<file path="config.mk">
export PLATFORM = sky130hd
export DESIGN_NAME = sdmacTop
export DESIGN_NICKNAME = d
export VERILOG_FILES = /design/src/sdmacPkg.sv /design/src/sdmacRegisters.sv /design/src/dmaFifo.sv /design/src/scsiPortSm.sv /design/src/busMasterSm.sv /design/src/sdmacTop.sv
export VERILOG_INCLUDE_DIRS = /design/src
export SDC_FILE = /design/constraint.sdc
export NUM_CORES = 1
export LEC_CHECK = 0
export BUFFER_PORTS_ARGS = -buffer_cell sky130_fd_sc_hd__buf_2
export CAP_MARGIN = 15
export CELL_PAD_IN_SITES_DETAIL_PLACEMENT = 1
export CELL_PAD_IN_SITES_GLOBAL_PLACEMENT = 1
export CORE_MARGIN = 4
export CORE_UTILIZATION = 40
export DETAILED_ROUTE_END_ITERATION = 6
export PLACE_DENSITY_LB_ADDON = 0.08
export SYNTH_ARGS = -nofsm -noshare
export SYNTH_HDL_FRONTEND = slang
export SYNTH_SLANG_ARGS = --single-unit
</file>
<file path="constraint.sdc">
create_clock -name QnCPUCLK -period 3 [get_ports QnCPUCLK]
set_input_delay 0.45 -clock QnCPUCLK [delete_from_list [all_inputs] [get_ports QnCPUCLK]]
set_output_delay 0.45 -clock QnCPUCLK [all_outputs]
set_load 0.05 [all_outputs]
</file>
<file path="src/sdmac_params.svh">
`ifndef SDMAC_PARAMS_SVH
`define SDMAC_PARAMS_SVH

// Host and memory data width
`define SDMAC_DATA_W     32

// Transfer byte count width
`define SDMAC_COUNT_W    24

// Words held in the packing FIFO
`define SDMAC_FIFO_DEPTH 4

// Register word offsets seen from the host
`define REG_CONTROL      3'd0
`define REG_STATUS       3'd1
`define REG_ADDRESS      3'd2
`define REG_COUNT        3'd3
`define REG_ISTR_CLR     3'd4

`endif

</file>
<file path="src/sdmacPkg.sv">
`include "sdmac_params.svh"

package sdmacPkg;

    typedef logic [`SDMAC_DATA_W-1:0]  dataWordT;
    typedef logic [7:0]                byteT;
    typedef logic [`SDMAC_COUNT_W-1:0] countT;
    typedef logic [2:0]                regAddrT;

    // Lane 0 is the most significant byte, bits 31 to 24
    typedef logic [1:0]                byteOffT;

    // Peripheral port byte cycle
    typedef enum logic [1:0] {
        SCSI_IDLE,
        SCSI_STROBE1,
        SCSI_STROBE2,
        SCSI_RECOVER
    } scsiStateT;

    // Bus master arbitration and word cycles
    typedef enum logic [2:0] {
        BUS_IDLE,
        BUS_REQUEST,
        BUS_OWN,    // Bus held, between words
        BUS_STROBE, // Address strobe out, waiting for ack
        BUS_RELEASE,
        BUS_ERROR
    } busStateT;

endpackage

</file>
<file path="src/sdmacRegisters.sv">
`timescale 1ns/1ns
`include "sdmac_params.svh"

module sdmacRegisters import sdmacPkg::*; (
    input  logic     QnCPUCLK,
    input  logic     rst_i,
    input  logic     regCs_i,
    input  logic     regWr_i,
    input  regAddrT  regAddr_i,
    input  dataWordT regWdata_i,
    output dataWordT regRdata_o,
    output logic     regAck_o,
    input  logic     scsiInt_i,
    input  logic     done_i,
    input  logic     busError_i,
    input  logic     fifoEmpty_i,
    input  logic     busy_i,
    output logic     dmaEnable_o,
    output logic     dmaDir_o,
    output dataWordT startAddr_o,
    output countT    startCount_o,
    output logic     startPulse_o,
    output logic     int_o
);

    logic     intEnable;
    logic     doneFlag;    // Sticky
    logic     errorFlag;   // Sticky
    logic     intPending;
    logic     accept;      // New cycle taken on this edge
    logic     wrCycle;
    logic     ctrlWrite;
    logic     clrWrite;
    dataWordT readMux;

    assign accept    = regCs_i & ~regAck_o;
    assign wrCycle   = accept & regWr_i;
    assign ctrlWrite = wrCycle && (regAddr_i == `REG_CONTROL);
    assign clrWrite  = wrCycle && (regAddr_i == `REG_ISTR_CLR);

    always_comb begin
        readMux = '0;
        case (regAddr_i)
            `REG_CONTROL: readMux = {29'd0, intEnable, dmaDir_o, dmaEnable_o};
            `REG_STATUS:  readMux = {27'd0, busy_i, fifoEmpty_i, scsiInt_i, errorFlag, doneFlag};
            `REG_ADDRESS: readMux = startAddr_o;
            `REG_COUNT:   readMux = {{(`SDMAC_DATA_W - `SDMAC_COUNT_W){1'b0}}, startCount_o};
            default:      readMux = '0;
        endcase
    end

    always_ff @(posedge QnCPUCLK) begin
        if (rst_i) begin
            regAck_o     <= 1'b0;
            startPulse_o <= 1'b0;
            dmaEnable_o  <= 1'b0;
            dmaDir_o     <= 1'b0;
            intEnable    <= 1'b0;
            startAddr_o  <= '0;
            startCount_o <= '0;
        end else begin
            regAck_o     <= accept;
            startPulse_o <= ctrlWrite & regWdata_i[0]; // Enable bit starts a transfer
            if (wrCycle) begin
                case (regAddr_i)
                    `REG_CONTROL: begin
                        dmaEnable_o <= regWdata_i[0];
                        dmaDir_o    <= regWdata_i[1];  // 1 = memory to SCSI
                        intEnable   <= regWdata_i[2];
                    end
                    `REG_ADDRESS: startAddr_o <= regWdata_i;
                    `REG_COUNT:   startCount_o <= regWdata_i[`SDMAC_COUNT_W-1:0];
                    default: ;
                endcase
            end
        end
    end

    // Read data lines up with the acknowledge
    always_ff @(posedge QnCPUCLK) begin
        if (accept) regRdata_o <= readMux;
    end

    always_ff @(posedge QnCPUCLK) begin
        if (rst_i) begin
            doneFlag   <= 1'b0;
            errorFlag  <= 1'b0;
            intPending <= 1'b0;
        end else begin
            if (clrWrite || ctrlWrite) doneFlag <= 1'b0;
            else if (done_i)           doneFlag <= 1'b1;
            if (clrWrite || ctrlWrite) errorFlag <= 1'b0;
            else if (busError_i)       errorFlag <= 1'b1;
            if (clrWrite)
                intPending <= 1'b0;
            else if ((done_i || busError_i) && intEnable)
                intPending <= 1'b1;
        end
    end

    assign int_o = intPending | scsiInt_i; // Chip interrupt passes straight out

    // Host holds chip select until it sees the ack, so a second ack would double a write
    assert property (@(posedge QnCPUCLK) disable iff (rst_i) regAck_o |=> !regAck_o);

endmodule

</file>
<file path="src/dmaFifo.sv">
`timescale 1ns/1ns

module dmaFifo import sdmacPkg::*; #(
    parameter int Depth = 4
) (
    input  logic     QnCPUCLK,
    input  logic     rst_i,
    input  logic     clear_i,
    input  logic     byteWr_i,
    input  byteT     byteIn_i,
    input  logic     byteRd_i,
    output byteT     byteOut_o,
    input  logic     wordWr_i,
    input  dataWordT wordIn_i,
    input  logic     wordRd_i,
    output dataWordT wordOut_o,
    output logic     canTakeByte_o,
    output logic     hasByte_o,
    output logic     hasWord_o,
    output logic     hasSpaceWord_o,
    output logic     empty_o
);

    localparam int PtrW = (Depth > 1) ? $clog2(Depth) : 1;
    localparam int CntW = $clog2(Depth + 1);

    dataWordT        mem [Depth];
    logic [PtrW-1:0] wrPtr;
    logic [PtrW-1:0] rdPtr;
    logic [CntW-1:0] wordCount;
    byteOffT         lane;       // Next byte lane on the SCSI side
    dataWordT        packWord;   // Lanes 0 to 2 of an incoming word
    dataWordT        pushData;
    logic            push;
    logic            pop;
    logic            full;

    function automatic logic [PtrW-1:0] nextPtr(input logic [PtrW-1:0] ptr);
        return (ptr == PtrW'(Depth - 1)) ? '0 : ptr + 1'b1;
    endfunction

    assign full     = (wordCount == CntW'(Depth));
    assign push     = wordWr_i | (byteWr_i & (lane == 2'd3));
    assign pop      = wordRd_i | (byteRd_i & (lane == 2'd3));
    assign pushData = wordWr_i ? wordIn_i : {packWord[31:8], byteIn_i};

    assign wordOut_o = mem[rdPtr];
    assign byteOut_o = wordOut_o[{~lane, 3'b000} +: 8]; // MSB first

    always_ff @(posedge QnCPUCLK) begin
        if (push) mem[wrPtr] <= pushData;
        if (byteWr_i) packWord[{~lane, 3'b000} +: 8] <= byteIn_i;
    end

    always_ff @(posedge QnCPUCLK) begin
        if (rst_i || clear_i) begin
            wrPtr     <= '0;
            rdPtr     <= '0;
            wordCount <= '0;
            lane      <= '0;
        end else begin
            if (push) wrPtr <= nextPtr(wrPtr);
            if (pop)  rdPtr <= nextPtr(rdPtr);
            if (push && !pop)
                wordCount <= wordCount + 1'b1;
            else if (pop && !push)
                wordCount <= wordCount - 1'b1;
            if (byteWr_i || byteRd_i) lane <= lane + 1'b1;
        end
    end

    assign canTakeByte_o  = ~full;
    assign hasByte_o      = (wordCount != '0);
    assign hasWord_o      = (wordCount != '0);
    assign hasSpaceWord_o = ~full;
    assign empty_o        = (wordCount == '0) && (lane == 2'd0);

    // Both port machines must check the flags before they commit a cycle
    assert property (@(posedge QnCPUCLK) disable iff (rst_i) push |-> !full);
    assert property (@(posedge QnCPUCLK) disable iff (rst_i) pop |-> (wordCount != '0));

endmodule

</file>
<file path="src/scsiPortSm.sv">
`timescale 1ns/1ns

module scsiPortSm import sdmacPkg::*; (
    input  logic QnCPUCLK,
    input  logic rst_i,
    input  logic dmaEnable_i,
    input  logic dmaDir_i,
    input  logic dreq_i,
    input  logic canTakeByte_i,
    input  logic hasByte_i,
    input  byteT fifoByte_i,
    input  byteT pdata_i,
    output byteT pdata_o,
    output logic dack_o,
    output logic ior_o,
    output logic iow_o,
    output logic byteWr_o,
    output logic byteRd_o,
    output byteT byteIn_o
);

    scsiStateT state;
    logic      writeCycle; // FIFO to chip
    logic      startOk;

    // Nothing starts while the FIFO has no room or no data
    assign startOk = dreq_i & dmaEnable_i & (dmaDir_i ? hasByte_i : canTakeByte_i);

    always_ff @(posedge QnCPUCLK) begin
        if (rst_i) begin
            state      <= SCSI_IDLE;
            writeCycle <= 1'b0;
            byteWr_o   <= 1'b0;
        end else begin
            byteWr_o <= 1'b0;
            case (state)
                SCSI_IDLE: begin
                    if (startOk) begin
                        state      <= SCSI_STROBE1;
                        writeCycle <= dmaDir_i;
                    end
                end
                SCSI_STROBE1: state <= SCSI_STROBE2;
                SCSI_STROBE2: begin
                    state    <= SCSI_RECOVER;
                    byteWr_o <= ~writeCycle; // Pushes the byte during recovery
                end
                SCSI_RECOVER: state <= SCSI_IDLE;
                default:      state <= SCSI_IDLE;
            endcase
        end
    end

    // Outgoing byte is held for both strobes, incoming is taken at the end of the second
    always_ff @(posedge QnCPUCLK) begin
        if (state == SCSI_IDLE && startOk) pdata_o <= fifoByte_i;
        if (state == SCSI_STROBE2) byteIn_o <= pdata_i;
    end

    assign dack_o   = (state == SCSI_STROBE1) || (state == SCSI_STROBE2);
    assign ior_o    = dack_o & ~writeCycle;
    assign iow_o    = dack_o & writeCycle;
    assign byteRd_o = (state == SCSI_RECOVER) & writeCycle; // Advance lane after the cycle

    assert property (@(posedge QnCPUCLK) disable iff (rst_i) !(ior_o && iow_o));

endmodule

</file>
<file path="src/busMasterSm.sv">
`timescale 1ns/1ns

module busMasterSm import sdmacPkg::*; (
    input  logic     QnCPUCLK,
    input  logic     rst_i,
    input  logic     startPulse_i,
    input  logic     dmaDir_i,
    input  dataWordT startAddr_i,
    input  countT    startCount_i,
    input  logic     hasWord_i,
    input  logic     hasSpaceWord_i,
    input  dataWordT wordOut_i,
    output logic     br_o,
    input  logic     bg_i,
    output logic     bgack_o,
    output logic     memAs_o,
    output logic     memRw_o,
    output dataWordT memAddr_o,
    output dataWordT memWdata_o,
    input  dataWordT memRdata_i,
    input  logic     memAck_i,
    input  logic     memBerr_i,
    output logic     wordWr_o,
    output logic     wordRd_o,
    output dataWordT wordIn_o,
    output logic     done_o,
    output logic     busError_o,
    output logic     busy_o
);

    busStateT state;
    countT    remaining;  // Bytes still to move
    logic     active;
    logic     wordReady;
    logic     wordAck;
    logic     lastWord;

    // Memory to SCSI needs room for a word, SCSI to memory needs a full one
    assign wordReady = dmaDir_i ? hasSpaceWord_i : hasWord_i;
    assign wordAck   = (state == BUS_STROBE) & memAck_i & ~memBerr_i;
    assign lastWord  = (remaining == countT'(4));

    always_ff @(posedge QnCPUCLK) begin
        if (rst_i) begin
            state     <= BUS_IDLE;
            active    <= 1'b0;
            remaining <= '0;
            memAddr_o <= '0;
            done_o    <= 1'b0;
        end else begin
            done_o <= wordAck & lastWord;
            if (startPulse_i) begin
                memAddr_o <= startAddr_i;
                remaining <= startCount_i;
                active    <= (startCount_i != '0);
            end else if (wordAck) begin
                memAddr_o <= memAddr_o + dataWordT'(4);
                remaining <= remaining - countT'(4);
                if (lastWord) active <= 1'b0;
            end else if (state == BUS_ERROR) begin
                active <= 1'b0; // Transfer abandoned
            end

            case (state)
                BUS_IDLE:    if (active && wordReady) state <= BUS_REQUEST;
                BUS_REQUEST: if (bg_i) state <= BUS_OWN;
                BUS_OWN:     state <= (active && wordReady) ? BUS_STROBE : BUS_RELEASE;
                BUS_STROBE: begin
                    if (memBerr_i)
                        state <= BUS_ERROR;
                    else if (memAck_i)
                        state <= BUS_OWN;
                end
                BUS_RELEASE: state <= BUS_IDLE;
                BUS_ERROR:   state <= BUS_IDLE;
                default:     state <= BUS_IDLE;
            endcase
        end
    end

    // FIFO head is stable while the bus is held
    always_ff @(posedge QnCPUCLK) begin
        if (state == BUS_OWN) memWdata_o <= wordOut_i;
    end

    assign br_o       = (state == BUS_REQUEST);
    assign bgack_o    = (state == BUS_OWN) || (state == BUS_STROBE);
    assign memAs_o    = (state == BUS_STROBE);
    assign memRw_o    = dmaDir_i;   // High reads memory
    assign wordWr_o   = wordAck & dmaDir_i;
    assign wordRd_o   = wordAck & ~dmaDir_i;
    assign wordIn_o   = memRdata_i;
    assign busError_o = (state == BUS_ERROR);
    assign busy_o     = active || (state != BUS_IDLE);

    assert property (@(posedge QnCPUCLK) disable iff (rst_i) memAs_o |-> bgack_o);

endmodule

</file>
<file path="src/sdmacTop.sv">
`timescale 1ns/1ns
`include "sdmac_params.svh"

module sdmacTop import sdmacPkg::*; (
    input  logic     QnCPUCLK,
    input  logic     rst_i,
    // Host register port
    input  logic     regCs_i,
    input  logic     regWr_i,
    input  regAddrT  regAddr_i,
    input  dataWordT regWdata_i,
    output dataWordT regRdata_o,
    output logic     regAck_o,
    output logic     int_o,
    // System bus master
    output logic     br_o,
    input  logic     bg_i,
    output logic     bgack_o,
    output logic     memAs_o,
    output logic     memRw_o,
    output dataWordT memAddr_o,
    output dataWordT memWdata_o,
    input  dataWordT memRdata_i,
    input  logic     memAck_i,
    input  logic     memBerr_i,
    // WD33C93 side
    input  logic     scsiInt_i,
    input  logic     dreq_i,
    output logic     dack_o,
    output logic     ior_o,
    output logic     iow_o,
    input  byteT     pdata_i,
    output byteT     pdata_o
);

    logic     dmaEnable;
    logic     dmaDir;
    logic     startPulse;
    logic     done;
    logic     busError;
    logic     busy;
    logic     fifoEmpty;
    dataWordT startAddr;
    countT    startCount;
    logic     byteWr;
    logic     byteRd;
    logic     wordWr;
    logic     wordRd;
    byteT     byteIn;
    byteT     fifoByte;
    dataWordT wordIn;
    dataWordT wordOut;
    logic     canTakeByte;
    logic     hasByte;
    logic     hasWord;
    logic     hasSpaceWord;

    sdmacRegisters sdmacRegisters_i (
        .QnCPUCLK     (QnCPUCLK),
        .rst_i        (rst_i),
        .regCs_i      (regCs_i),
        .regWr_i      (regWr_i),
        .regAddr_i    (regAddr_i),
        .regWdata_i   (regWdata_i),
        .regRdata_o   (regRdata_o),
        .regAck_o     (regAck_o),
        .scsiInt_i    (scsiInt_i),
        .done_i       (done),
        .busError_i   (busError),
        .fifoEmpty_i  (fifoEmpty),
        .busy_i       (busy),
        .dmaEnable_o  (dmaEnable),
        .dmaDir_o     (dmaDir),
        .startAddr_o  (startAddr),
        .startCount_o (startCount),
        .startPulse_o (startPulse),
        .int_o        (int_o)
    );

    // A new transfer starts from an empty FIFO
    dmaFifo #(
        .Depth (`SDMAC_FIFO_DEPTH)
    ) dmaFifo_i (
        .QnCPUCLK       (QnCPUCLK),
        .rst_i          (rst_i),
        .clear_i        (startPulse),
        .byteWr_i       (byteWr),
        .byteIn_i       (byteIn),
        .byteRd_i       (byteRd),
        .byteOut_o      (fifoByte),
        .wordWr_i       (wordWr),
        .wordIn_i       (wordIn),
        .wordRd_i       (wordRd),
        .wordOut_o      (wordOut),
        .canTakeByte_o  (canTakeByte),
        .hasByte_o      (hasByte),
        .hasWord_o      (hasWord),
        .hasSpaceWord_o (hasSpaceWord),
        .empty_o        (fifoEmpty)
    );

    scsiPortSm scsiPortSm_i (
        .QnCPUCLK      (QnCPUCLK),
        .rst_i         (rst_i),
        .dmaEnable_i   (dmaEnable),
        .dmaDir_i      (dmaDir),
        .dreq_i        (dreq_i),
        .canTakeByte_i (canTakeByte),
        .hasByte_i     (hasByte),
        .fifoByte_i    (fifoByte),
        .pdata_i       (pdata_i),
        .pdata_o       (pdata_o),
        .dack_o        (dack_o),
        .ior_o         (ior_o),
        .iow_o         (iow_o),
        .byteWr_o      (byteWr),
        .byteRd_o      (byteRd),
        .byteIn_o      (byteIn)
    );

    busMasterSm busMasterSm_i (
        .QnCPUCLK       (QnCPUCLK),
        .rst_i          (rst_i),
        .startPulse_i   (startPulse),
        .dmaDir_i       (dmaDir),
        .startAddr_i    (startAddr),
        .startCount_i   (startCount),
        .hasWord_i      (hasWord),
        .hasSpaceWord_i (hasSpaceWord),
        .wordOut_i      (wordOut),
        .br_o           (br_o),
        .bg_i           (bg_i),
        .bgack_o        (bgack_o),
        .memAs_o        (memAs_o),
        .memRw_o        (memRw_o),
        .memAddr_o      (memAddr_o),
        .memWdata_o     (memWdata_o),
        .memRdata_i     (memRdata_i),
        .memAck_i       (memAck_i),
        .memBerr_i      (memBerr_i),
        .wordWr_o       (wordWr),
        .wordRd_o       (wordRd),
        .wordIn_o       (wordIn),
        .done_o         (done),
        .busError_o     (busError),
        .busy_o         (busy)
    );

endmodule

</file>
## Word level (Yosys, flattened, before mapping)

Memories as Yosys holds them, arrays and structs flattened. A register that Yosys moved wholly into a read port is not among the register bits.
Cells that the tools add are included.
W data, S select, Z words.

- Add/sub/neg operators: 8
- Mux-type cells: 29
- Shifts and indexed selects: 3
- Reduce and logical (&&, ||, !) cells: 37
- Bitwise operators: 25
- Eq/ne operators: 21

Operators by type and width:

| kind | count |
|---|---|
| $pmux W32 S4 | 1 |
| $mux W32 | 3 |
| $mux W24 | 2 |
| $add A32 B3 Y32 const B | 1 |
| $bwmux W32 | 1 |
| $shift A8 B7 Y32 const A | 1 |
| $shiftx A32 B6 Y8 | 1 |
| $shiftx A8 B7 Y32 | 1 |
| $eq A24 B3 Y1 const B | 1 |
| $reduce_bool A24 Y1 | 1 |
| $sub A24 B3 Y24 const B | 1 |
| $mux W3 | 7 |
| $and A1 B1 Y1 | 15 |
| $eq A3 B2 Y1 const B | 4 |
| $pmux W3 S4 | 1 |
| $eq A2 B2 Y1 const B | 5 |
| $mux W2 | 5 |
| $reduce_and A2 Y1 | 5 |
| $eq A3 B3 Y1 const B | 3 |
| $logic_not A3 Y1 | 3 |
| $reduce_bool A3 Y1 | 3 |
| $logic_and A1 B1 Y1 | 8 |
| $mux W1 | 8 |
| $pmux W2 S4 | 1 |
| 18 further kinds | 41 |

- Flip-flop bits (word level): 250
- Output and inout port bits: 113
- Memories: 1
- RAM bits: 128
- Word-level logic and storage cells: 151
- Input port bits: 84

Memory list:

| memory | words | bits a word | rd ports | clocked after Yosys merged registers in | write ports | line | text |
|---|---|---|---|---|---|---|---|
| dmaFifo_i.mem | 4 | 32 | 1 | 1 | 1 | dmaFifo.sv:27 | `dataWordT mem [Depth];` |

## Longest topological paths before layout

Gate-level depths: netlist of run 1.

- Depth in word-level cells: 9
- Mapped depth: 12
- Depth with buffers taken out: 10

## By module

A second synthesis of run 1 with hierarchy kept.

- Cell total of the unflattened synthesis: 1,242
- Area total of the unflattened synthesis: 16,106.7 µm²

Modules (own cells, without submodules):

| module | cells an instance | sequential area each (µm²) | instances | area an instance (µm²) |
|---|---|---|---|---|
| dmaFifo | 355 | 4,784.6 | 1 | 6,721.4 |
| busMasterSm | 483 | 2,182.1 | 1 | 4,583.1 |
| sdmacRegisters | 361 | 2,242.2 | 1 | 4,067.7 |
| scsiPortSm | 43 | 560.5 | 1 | 734.5 |

## Worst setup path after synthesis of run 1

No wires, ideal clock.

- Path kind: register -> register
- From: register sdmacRegisters_i.regAck_o
- To: register sdmacRegisters_i.dmaDir_o
- Data arrival time: 3,149 ps
- Clock period less this slack: 3,277 ps
- Path buffers: 0
- Path slack: -277 ps
- Required time: 2,872 ps
- Cell stages (with the launch flop): 6
- Library setup time: 128 ps
- Cell sequence: dfxtp_1 -> nor2b_1 -> nand2_1 -> nor4_1 -> mux2i_1 -> nor2_1

- Longest elaborated chain between the ends: 4

Ends and longest elaborated chain:

| item | line | text |
|---|---|---|
| from (decl) | sdmacRegisters.sv:12 | `output logic regAck_o,` |
| from (signal assigned) | sdmacRegisters.sv:62 | `regAck_o <= accept;` |
| $not A1 Y1 | sdmacRegisters.sv:36 | `assign accept = regCs_i & ~regAck_o;` |
| $and A1 B1 Y1 | sdmacRegisters.sv:36 |  |
| via sdmacRegisters_i.accept | sdmacRegisters.sv:30 | `logic accept;` |
| $and A1 B1 Y1 | sdmacRegisters.sv:37 | `assign wrCycle = accept & regWr_i;` |
| $reduce_and A2 Y1 (no source line) | n/a |  |
| to (signal assigned) | sdmacRegisters.sv:68 | `dmaDir_o <= regWdata_i[1];` |
| to (decl) | sdmacRegisters.sv:19 | `output logic dmaDir_o,` |

The timed path passes the listed nets, and every way through them passes these cells.
A chain may end at the register's enable or synchronous reset.

## Worst setup path after layout of run 1

- From: register busMasterSm_i.state[1]
- To: register dmaFifo_i.wordCount[2]

- Longest elaborated chain between the ends: 8
- Elaborated cells between the ends (all ways): 13
- Classes of those cells: eq/ne (1); mux (1); bitwise (6); reduce/logical (5)

Ends and longest elaborated chain:

| item | line | text |
|---|---|---|
| from (decl) | busMasterSm.sv:31 | `busStateT state;` |
| from (signal assigned) | busMasterSm.sv:67 | `BUS_OWN: state <= (active && wordReady) ? BUS_STROBE : BUS_RELEASE;` |
| $eq A3 B2 Y1 (*) | busMasterSm.sv:40 | `assign wordAck = (state == BUS_STROBE) & memAck_i & ~memBerr_i;` |
| $and A1 B1 Y1 (*) (2 in a row) | busMasterSm.sv:40 |  |
| $and A1 B1 Y1 (*) | busMasterSm.sv:90 | `assign wordWr_o = wordAck & dmaDir_i;` |
| $or A1 B1 Y1 (*) | dmaFifo.sv:43 | `assign push = wordWr_i \| (byteWr_i & (lane == 2'd3));` |
| via dmaFifo_i.push | dmaFifo.sv:34 | `logic push;` |
| $logic_not A1 Y1 | dmaFifo.sv:66 | `else if (pop && !push)` |
| $logic_and A1 B1 Y1 | dmaFifo.sv:66 |  |
| $reduce_bool A2 Y1 (no source line) | n/a |  |
| to (signal assigned) | dmaFifo.sv:65 | `wordCount <= wordCount + 1'b1;` |
| to (signal assigned) | dmaFifo.sv:67 | `wordCount <= wordCount - 1'b1;` |
| to (decl) | dmaFifo.sv:30 | `logic [CntW-1:0] wordCount;` |

Mark *: on every way through the listed nets, which the timed path passes. The rest lies on a longest branch.

==> results of run 1 <==
[final cells by class]
type | count | area [µm²]
fill | 3956 | 19300
sequential | 372 | 9770
multi-input combinational | 722 | 5190
timing repair buffer | 237 | 1330
clock buffer | 55 | 1130
tap | 511 | 639
clock inverter | 20 | 268
inverter | 20 | 75.1
antenna | 1 | 2.50
[flip-flops by register name (all words and copies together), names as in the netlist, 2 cells and up, named ones only]
name / count
dmaFifo_i.mem: 128
busMasterSm_i.memAddr_o: 32
busMasterSm_i.memWdata_o: 32
sdmacRegisters_i.regRdata_o: 32
sdmacRegisters_i.startAddr_o: 32
busMasterSm_i.remaining: 24
dmaFifo_i.packWord: 24
sdmacRegisters_i.startCount_o: 24
scsiPortSm_i.byteIn_o: 8
scsiPortSm_i.pdata_o: 8
busMasterSm_i.state: 3
dmaFifo_i.wordCount: 3
dmaFifo_i.lane: 2
dmaFifo_i.rdPtr: 2
dmaFifo_i.wrPtr: 2
scsiPortSm_i.state: 2
[cells in the mapped netlist (2+ instances only)]
cell type	n	area [µm²]
a211oi_1	29	218
a21oi_1	78	390
a22o_1	19	166
a311oi_1	6	52.6
and2_1	40	250
and3_1	8	50.1
and3b_1	3	26.3
and4_1	5	43.8
buf_2	5	25.0
clkbuf_1	62	233
dfxtp_1	140	2800
edfxtp_1	232	6970
ha_1	17	213
inv_1	20	75.1
mux2_2	34	383
mux2i_1	13	130
mux4_2	43	968
nand2_1	158	593
nand2b_1	3	18.8
nand3_1	19	95.1
nand4_1	15	93.8
nand4b_1	4	35.0
nor2_1	74	278
nor2b_1	12	75.1
nor3_1	21	105
nor3b_1	5	37.5
nor4_1	13	81.3
nor4_2	2	25.0
nor4b_1	2	17.5
o21ai_0	12	60.1
or2_2	3	18.8
or3_1	10	62.6
or3_2	2	15.0
or4_1	2	15.0
or4_4	3	33.8
xnor2_1	36	315
xor2_1	12	105
[worst reg2reg max path: cells and delay by family, from the launching register on]
| kind | cells | cell delay [ns] |
|---|---|---|
| xor+xnor | 1 | 0.16 |
| compound gates | 2 | 0.31 |
| flops | 1 | 0.31 |
| buf+inv | 4 | 0.49 |
| fa+ha+maj | 2 | 0.56 |
| simple gates | 3 | 0.57 |
[worst min-delay path by stage]
stage | from | end | slack (ns) | cells past startpoint
6_report | pdata_i[0] | scsiPortSm_i.byteIn_o[0]$_DFFE_PP_ | 0.1 | 1
5_1_grt | pdata_i[6] | scsiPortSm_i.byteIn_o[6]$_DFFE_PP_ | 0.07 | 1
4_1_cts | pdata_i[2] | scsiPortSm_i.byteIn_o[2]$_DFFE_PP_ | 0.07 | 1
3_5_place_dp | sdmacRegisters_i.startAddr_o[28]$_SDFFE_PP0P_ | sdmacRegisters_i.startAddr_o[28]$_SDFFE_PP0P_ | 0.47 | 2
3_3_place_gp | sdmacRegisters_i.startAddr_o[30]$_SDFFE_PP0P_ | sdmacRegisters_i.startAddr_o[30]$_SDFFE_PP0P_ | 0.46 | 2
2_1_floorplan | sdmacRegisters_i.startAddr_o[29]$_SDFFE_PP0P_ | busMasterSm_i.memAddr_o[29]$_SDFFE_PP0P_ | 0.44 | 2
[through the flow]
stage | instances | area, µm² | total power, W
floorplan | 1181 | 15300 | 0.00580
global placement | 1862 | 17000 | 0.00597
detailed placement | 1862 | 17000 | 0.00597
CTS | 1937 | 18400 | 0.0112
global route | 1938 | 18400 | 0.0115
finish | 1938 | 18400 | 0.0111
[where the power goes]
| part | internal [W] | total, W | leakage, nW | switching, W |
|---|---|---|---|---|
| clock | 0.00325 | 0.00524 | 0.679 | 0.00200 |
| sequential | 0.00543 | 0.00545 | 3.23 | 0.0000258 |
| combinational | 0.000117 | 0.000402 | 2.64 | 0.000286 |
| total | 0.00879 | 0.0111 | 6.54 | 0.00231 |
[layout by cell type (no fill, tap or decap), drive strengths merged, types with 13 or more instances in the layout]
cell,count
dfxtp,140
clkbuf,55
ha,17
edfxtp,232
a21oi,78
nand3,19
nand2,158
mux4,43
xnor2,36
buf,237
mux2,34
nor2,74
mux2i,13
a22o,19
and2,40
nor4,15
nor3,22
inv,21
nand4,15
a211oi,30
[routing by layer]
| metal | vias up | share of wire [%] | track usage [%] |
|---|---|---|---|
| li1 | 4782 | - | - |
| met1 | 5054 | 43 | 26.0 |
| met2 | 225 | 50 | 34.9 |
| met3 | 47 | 5.1 | 3.77 |
| met4 | 6 | 1.5 | 3.81 |
| met5 | - | 0.097 | 0 |
[cells by family (layout without fill, tap and decap cells)]
logic type | Yosys count | after routing | synth area share [%]
buffers and inverters | 87 | 332 | 2.18
flip-flops | 372 | 372 | 64.0
multiplexers | 90 | 90 | 9.71
AO/OA/AOI/OAI | 157 | 157 | 6.54
AND/OR/NAND/NOR | 409 | 409 | 13.3
other | 0 | 1 | 0
adder cells (fa/ha/maj) | 18 | 18 | 1.53
XOR/XNOR | 48 | 48 | 2.76
==> results.cfg, run 1 <==
[sta]
hold_ws_ns = 0.0989
layout_worst_path_cycle_share_pct = 81.6
grt_setup_unrepaired = no
fin_crit_ns = 2.45
relSlewSlack_pct = 51.3
fin_setup_tns_ns = 0
fmax_mhz = 409
hold_viol = 0
fin_worst_skew_ns = 0.0192
fin_ws_ns = 0.552
slew_viol_final = 0
setup_violations = 0
tightest_slew_ns = 0.731

[placed_design]
pre_cts_slack_ns = 0.492
dp_hpwl_um = 28000
port_buffers = 196
place_congestion = 0.815

[critical_path]
reg2reg_from = busMasterSm_i.state[1]$_SDFFE_PP0P_
critPathLaunch = busMasterSm_i.state[1]$_SDFFE_PP0P_
crit_fanout = 15
r2r_setup_slack_ns = 0.55
slowest_stage = fa_1
cp-start-kind = flop
cp-endpoint = dmaFifo_i.wordCount[2]$_SDFFE_PP0P_
crit_family = simple AND/OR/NAND/NOR gates
r2r-end = dmaFifo_i.wordCount[2]$_SDFFE_PP0P_
cp_data_arrival_time_ns = 2.91
worst-path-stages = 12
endpoint_kind = flop
required_ns = 3.46
critPathBufInv = 4
criticalPathCategory = reg -> reg
r2r.worst_path.cells = 12
critPathMaxStageDelay_ns = 0.37
crit_chain = buf_4 -> and3b_1 -> buf_4 -> nand3_2 -> a21boi_1 -> inv_1 -> ha_1 -> inv_1 -> fa_1 -> xor2_1 -> or3_1 -> a21oi_1

[pwr]
p_leak_nw = 6.54
ir_drop_uv = 399
power.density_nw_per_um2 = 603

[die]
io_pins = 197
dieArea_um2 = 41300
fp-row-count = 71
coreArea_um2 = 37700
die_w_um = 203
start_util_pct = 40.5
fp.dieH_um = 203

[cts]
cts_max_path_buffers = 3
cts.root.buffer_cell = clkbuf_16
cts_tree = yes
postCtsSetupRepairBufs = 0
cts.sinks = 372
path_clk_slew_ns = 0.06
h-tree-depth = 2
cts_inserted_buffers = 42
clkLatencyLatePin_ns = 0.53
cts_resized = 0
cts_hold_buf = 0

[routing]
via_per_inst = 5.22
drt_drc_violations_left = 0
wl_per_cell_um = 21.4
drt_wl_total_um = 41400
postRouteAntennaNets = 0
drtIter0Drc = 448
via_count = 10100
first_pass_iters = 5

[run_status]
status = completed

[synth]
synth-async-reset-ratio_pct = 0
synth_nets = 1283
ys_seq_area_share_pct = 64.0
syn_inst = 1181
synth_seq_cells = 372
yosysWarnings = 0
ys_types = 56
synth-edff-count = 232
avgSynthCellArea_um2 = 12.9
post_synth_instance_area_um2 = 15300
ys.flop_type = edfxtp_1

[worst_hold_path]
hold_class = in -> reg

[cells_and_area]
final_util_pct = 48.9
nets = 1497
drive_above_1_share_pct = 27.6
area_growth_pct = 20.6

[global_routing]
antenna_found_initial = 4
grt_overflow = 0
grt_pass1_vias = 10900
grt_max_degree = 89
grtUsageTotal_pct = 19.9
grt_pass1_wl_um = 64100

[flow_run]
maxCapViolations = 0
Power figures use the tool's default switching activity.
==> run 2: changes to the inputs <==
clock period = 2.15 ns   (was 3 ns; I/O delays follow)
==> results.cfg, run 2 (synthesized netlist as in run 1, its figures left out) <==
[global_routing]
grt_pass1_vias = 11100
grt_pass1_wl_um = 66500
antenna_found_initial = 2
grt_overflow = 0
grtUsageTotal_pct = 20.7
grt_max_degree = 57

[critical_path]
crit_chain = or4_4 -> or4_4 -> or4_4 -> nand4b_1 -> a21oi_1
r2r-end = busMasterSm_i.active$_SDFFE_PP0P_
slowest_stage = or4_4
reg2reg_from = busMasterSm_i.remaining[16]$_SDFFE_PP0P_
required_ns = 2.58
critPathBufInv = 0
r2r.worst_path.cells = 5
worst-path-stages = 5
crit_top_cell = or4_4
r2r_setup_slack_ns = 0.04
cp-start-kind = flop
criticalPathCategory = reg -> reg
crit_fanout = 2
cp_data_arrival_time_ns = 2.54
endpoint_kind = flop
critPathMaxStageDelay_ns = 0.54
crit_family = simple AND/OR/NAND/NOR gates

[sta]
setup_violations = 0
relSlewSlack_pct = 43.0
hold_viol = 0
slew_viol_final = 0
tightest_slew_ns = 0.848
fmax_mhz = 475
fin_worst_skew_ns = 0.0105
hold_ws_ns = 0.0336
fin_crit_ns = 2.11
layout_worst_path_cycle_share_pct = 97.9

[cells_and_area]
area_growth_pct = 25.7
num_antenna_cells = 0
largest_register_ffs = 128
final_common_cell = edfxtp_1
layout_common_cells = edfxtp_1 (232), buf_2 (194), nand2_1 (158)
largest-register = dmaFifo_i.mem
nFillCells = 3922
final_util_pct = 50.9
drive_above_1_share_pct = 30.7
nets = 1553

[die]
coreArea_um2 = 37700
fp-row-count = 71
die_w_um = 203
start_util_pct = 40.5
dieArea_um2 = 41300
io_pins = 197
fp.dieH_um = 203

[placed_design]
place_congestion = 0.801
dp_hpwl_um = 29500
port_buffers = 196

[cts]
path_clk_slew_ns = 0.06
cts_tree = yes
h-tree-depth = 2
postCtsSetupRepairBufs = 0
cts.root.buffer_cell = clkbuf_16
clkLatencyLatePin_ns = 0.55
cts_inserted_buffers = 42
cts_max_path_buffers = 3
cts.sinks = 372

[worst_hold_path]
whs_path_depth = 3
worstHoldEndpoint = sdmacRegisters_i.startAddr_o[21]$_SDFFE_PP0P_
hold_class = in -> reg
min-delay-start = regWdata_i[21]

[routing]
via_count = 10500
drt_wl_total_um = 43000
drtIter0Drc = 495
via_per_inst = 5.26
first_pass_iters = 5
wl_per_cell_um = 21.6
drt_drc_violations_left = 0
postRouteAntennaNets = 0

[run_status]
status = completed

[flow_run]
maxCapViolations = 0

[pwr]
ir_drop_uv = 442
p_leak_nw = 6.90
power.density_nw_per_um2 = 809
## run 2: what timing repair did
action                     4_1_cts  5_1_grt
resized for setup                1       13
hold endpoints to repair        33        0
setup endpoints to repair        1        9
hold buffers                    24        0
## run 2: routing by layer
metal  global-route usage [%]  wire (µm)  up-vias
met4                     5.32        727        2
met1                     27.6      18800     5313
met2                     35.6      21400      225
met3                     3.53       2020       54
li1                         -          -     4888
met5                        0         13        -
## run 2: report_power, final
group	internal (W)	switching (W)
clock network	0.00442	0.00285
logic	0.000209	0.000414
registers	0.00757	0.0000386
## run 2: final cells by class
cell class                 instances  area, µm²  share of cell area (%)
clock buffer                      62       1300                    6.79
tap                              511        639                    3.34
multi-input combinational        722       5300                    27.6
inverter                          20       75.1                   0.392
timing repair buffer             293       1960                    10.2
clock inverter                    14        120                   0.627
sequential                       372       9780                    51.0
## run 2: tightest hold or removal path, stage by stage
cell     delay, ns
buf_2         0.11
nand2_1       0.05
a21oi_1       0.05
## run 2: through the flow
stage / setup WS [ns] / TNS, ns / power (W) / area [µm²] / std cells
3_5_place_dp: -0.121 / -0.260 / 0.00835 / 17500 / 1894
2_1_floorplan: -0.0846 / -0.129 / 0.00809 / 15400 / 1181
6_report: 0.0448 / 0 / 0.0155 / 19200 / 1994
4_1_cts: 0.0218 / 0 / 0.0157 / 19100 / 1994
3_3_place_gp: -0.0901 / -0.0901 / 0.00835 / 17500 / 1894
5_1_grt: -0.0116 / -0.0117 / 0.0161 / 19200 / 1994
## run 2: worst max path at each step
stage,from,endpoint,slack (ns)
6_report,busMasterSm_i.remaining[16]$_SDFFE_PP0P_,busMasterSm_i.active$_SDFFE_PP0P_,0.04
4_1_cts,busMasterSm_i.remaining[16]$_SDFFE_PP0P_,busMasterSm_i.active$_SDFFE_PP0P_,0.02
2_1_floorplan,busMasterSm_i.state[1]$_SDFFE_PP0P_,dmaFifo_i.wordCount[2]$_SDFFE_PP0P_,-0.08
3_3_place_gp,memBerr_i,dmaFifo_i.wordCount[2]$_SDFFE_PP0P_,-0.09
3_5_place_dp,memBerr_i,dmaFifo_i.wordCount[2]$_SDFFE_PP0P_,-0.12
5_1_grt,scsiPortSm_i.state[0]$_SDFFE_PP0P_,dmaFifo_i.wordCount[2]$_SDFFE_PP0P_,-0.01
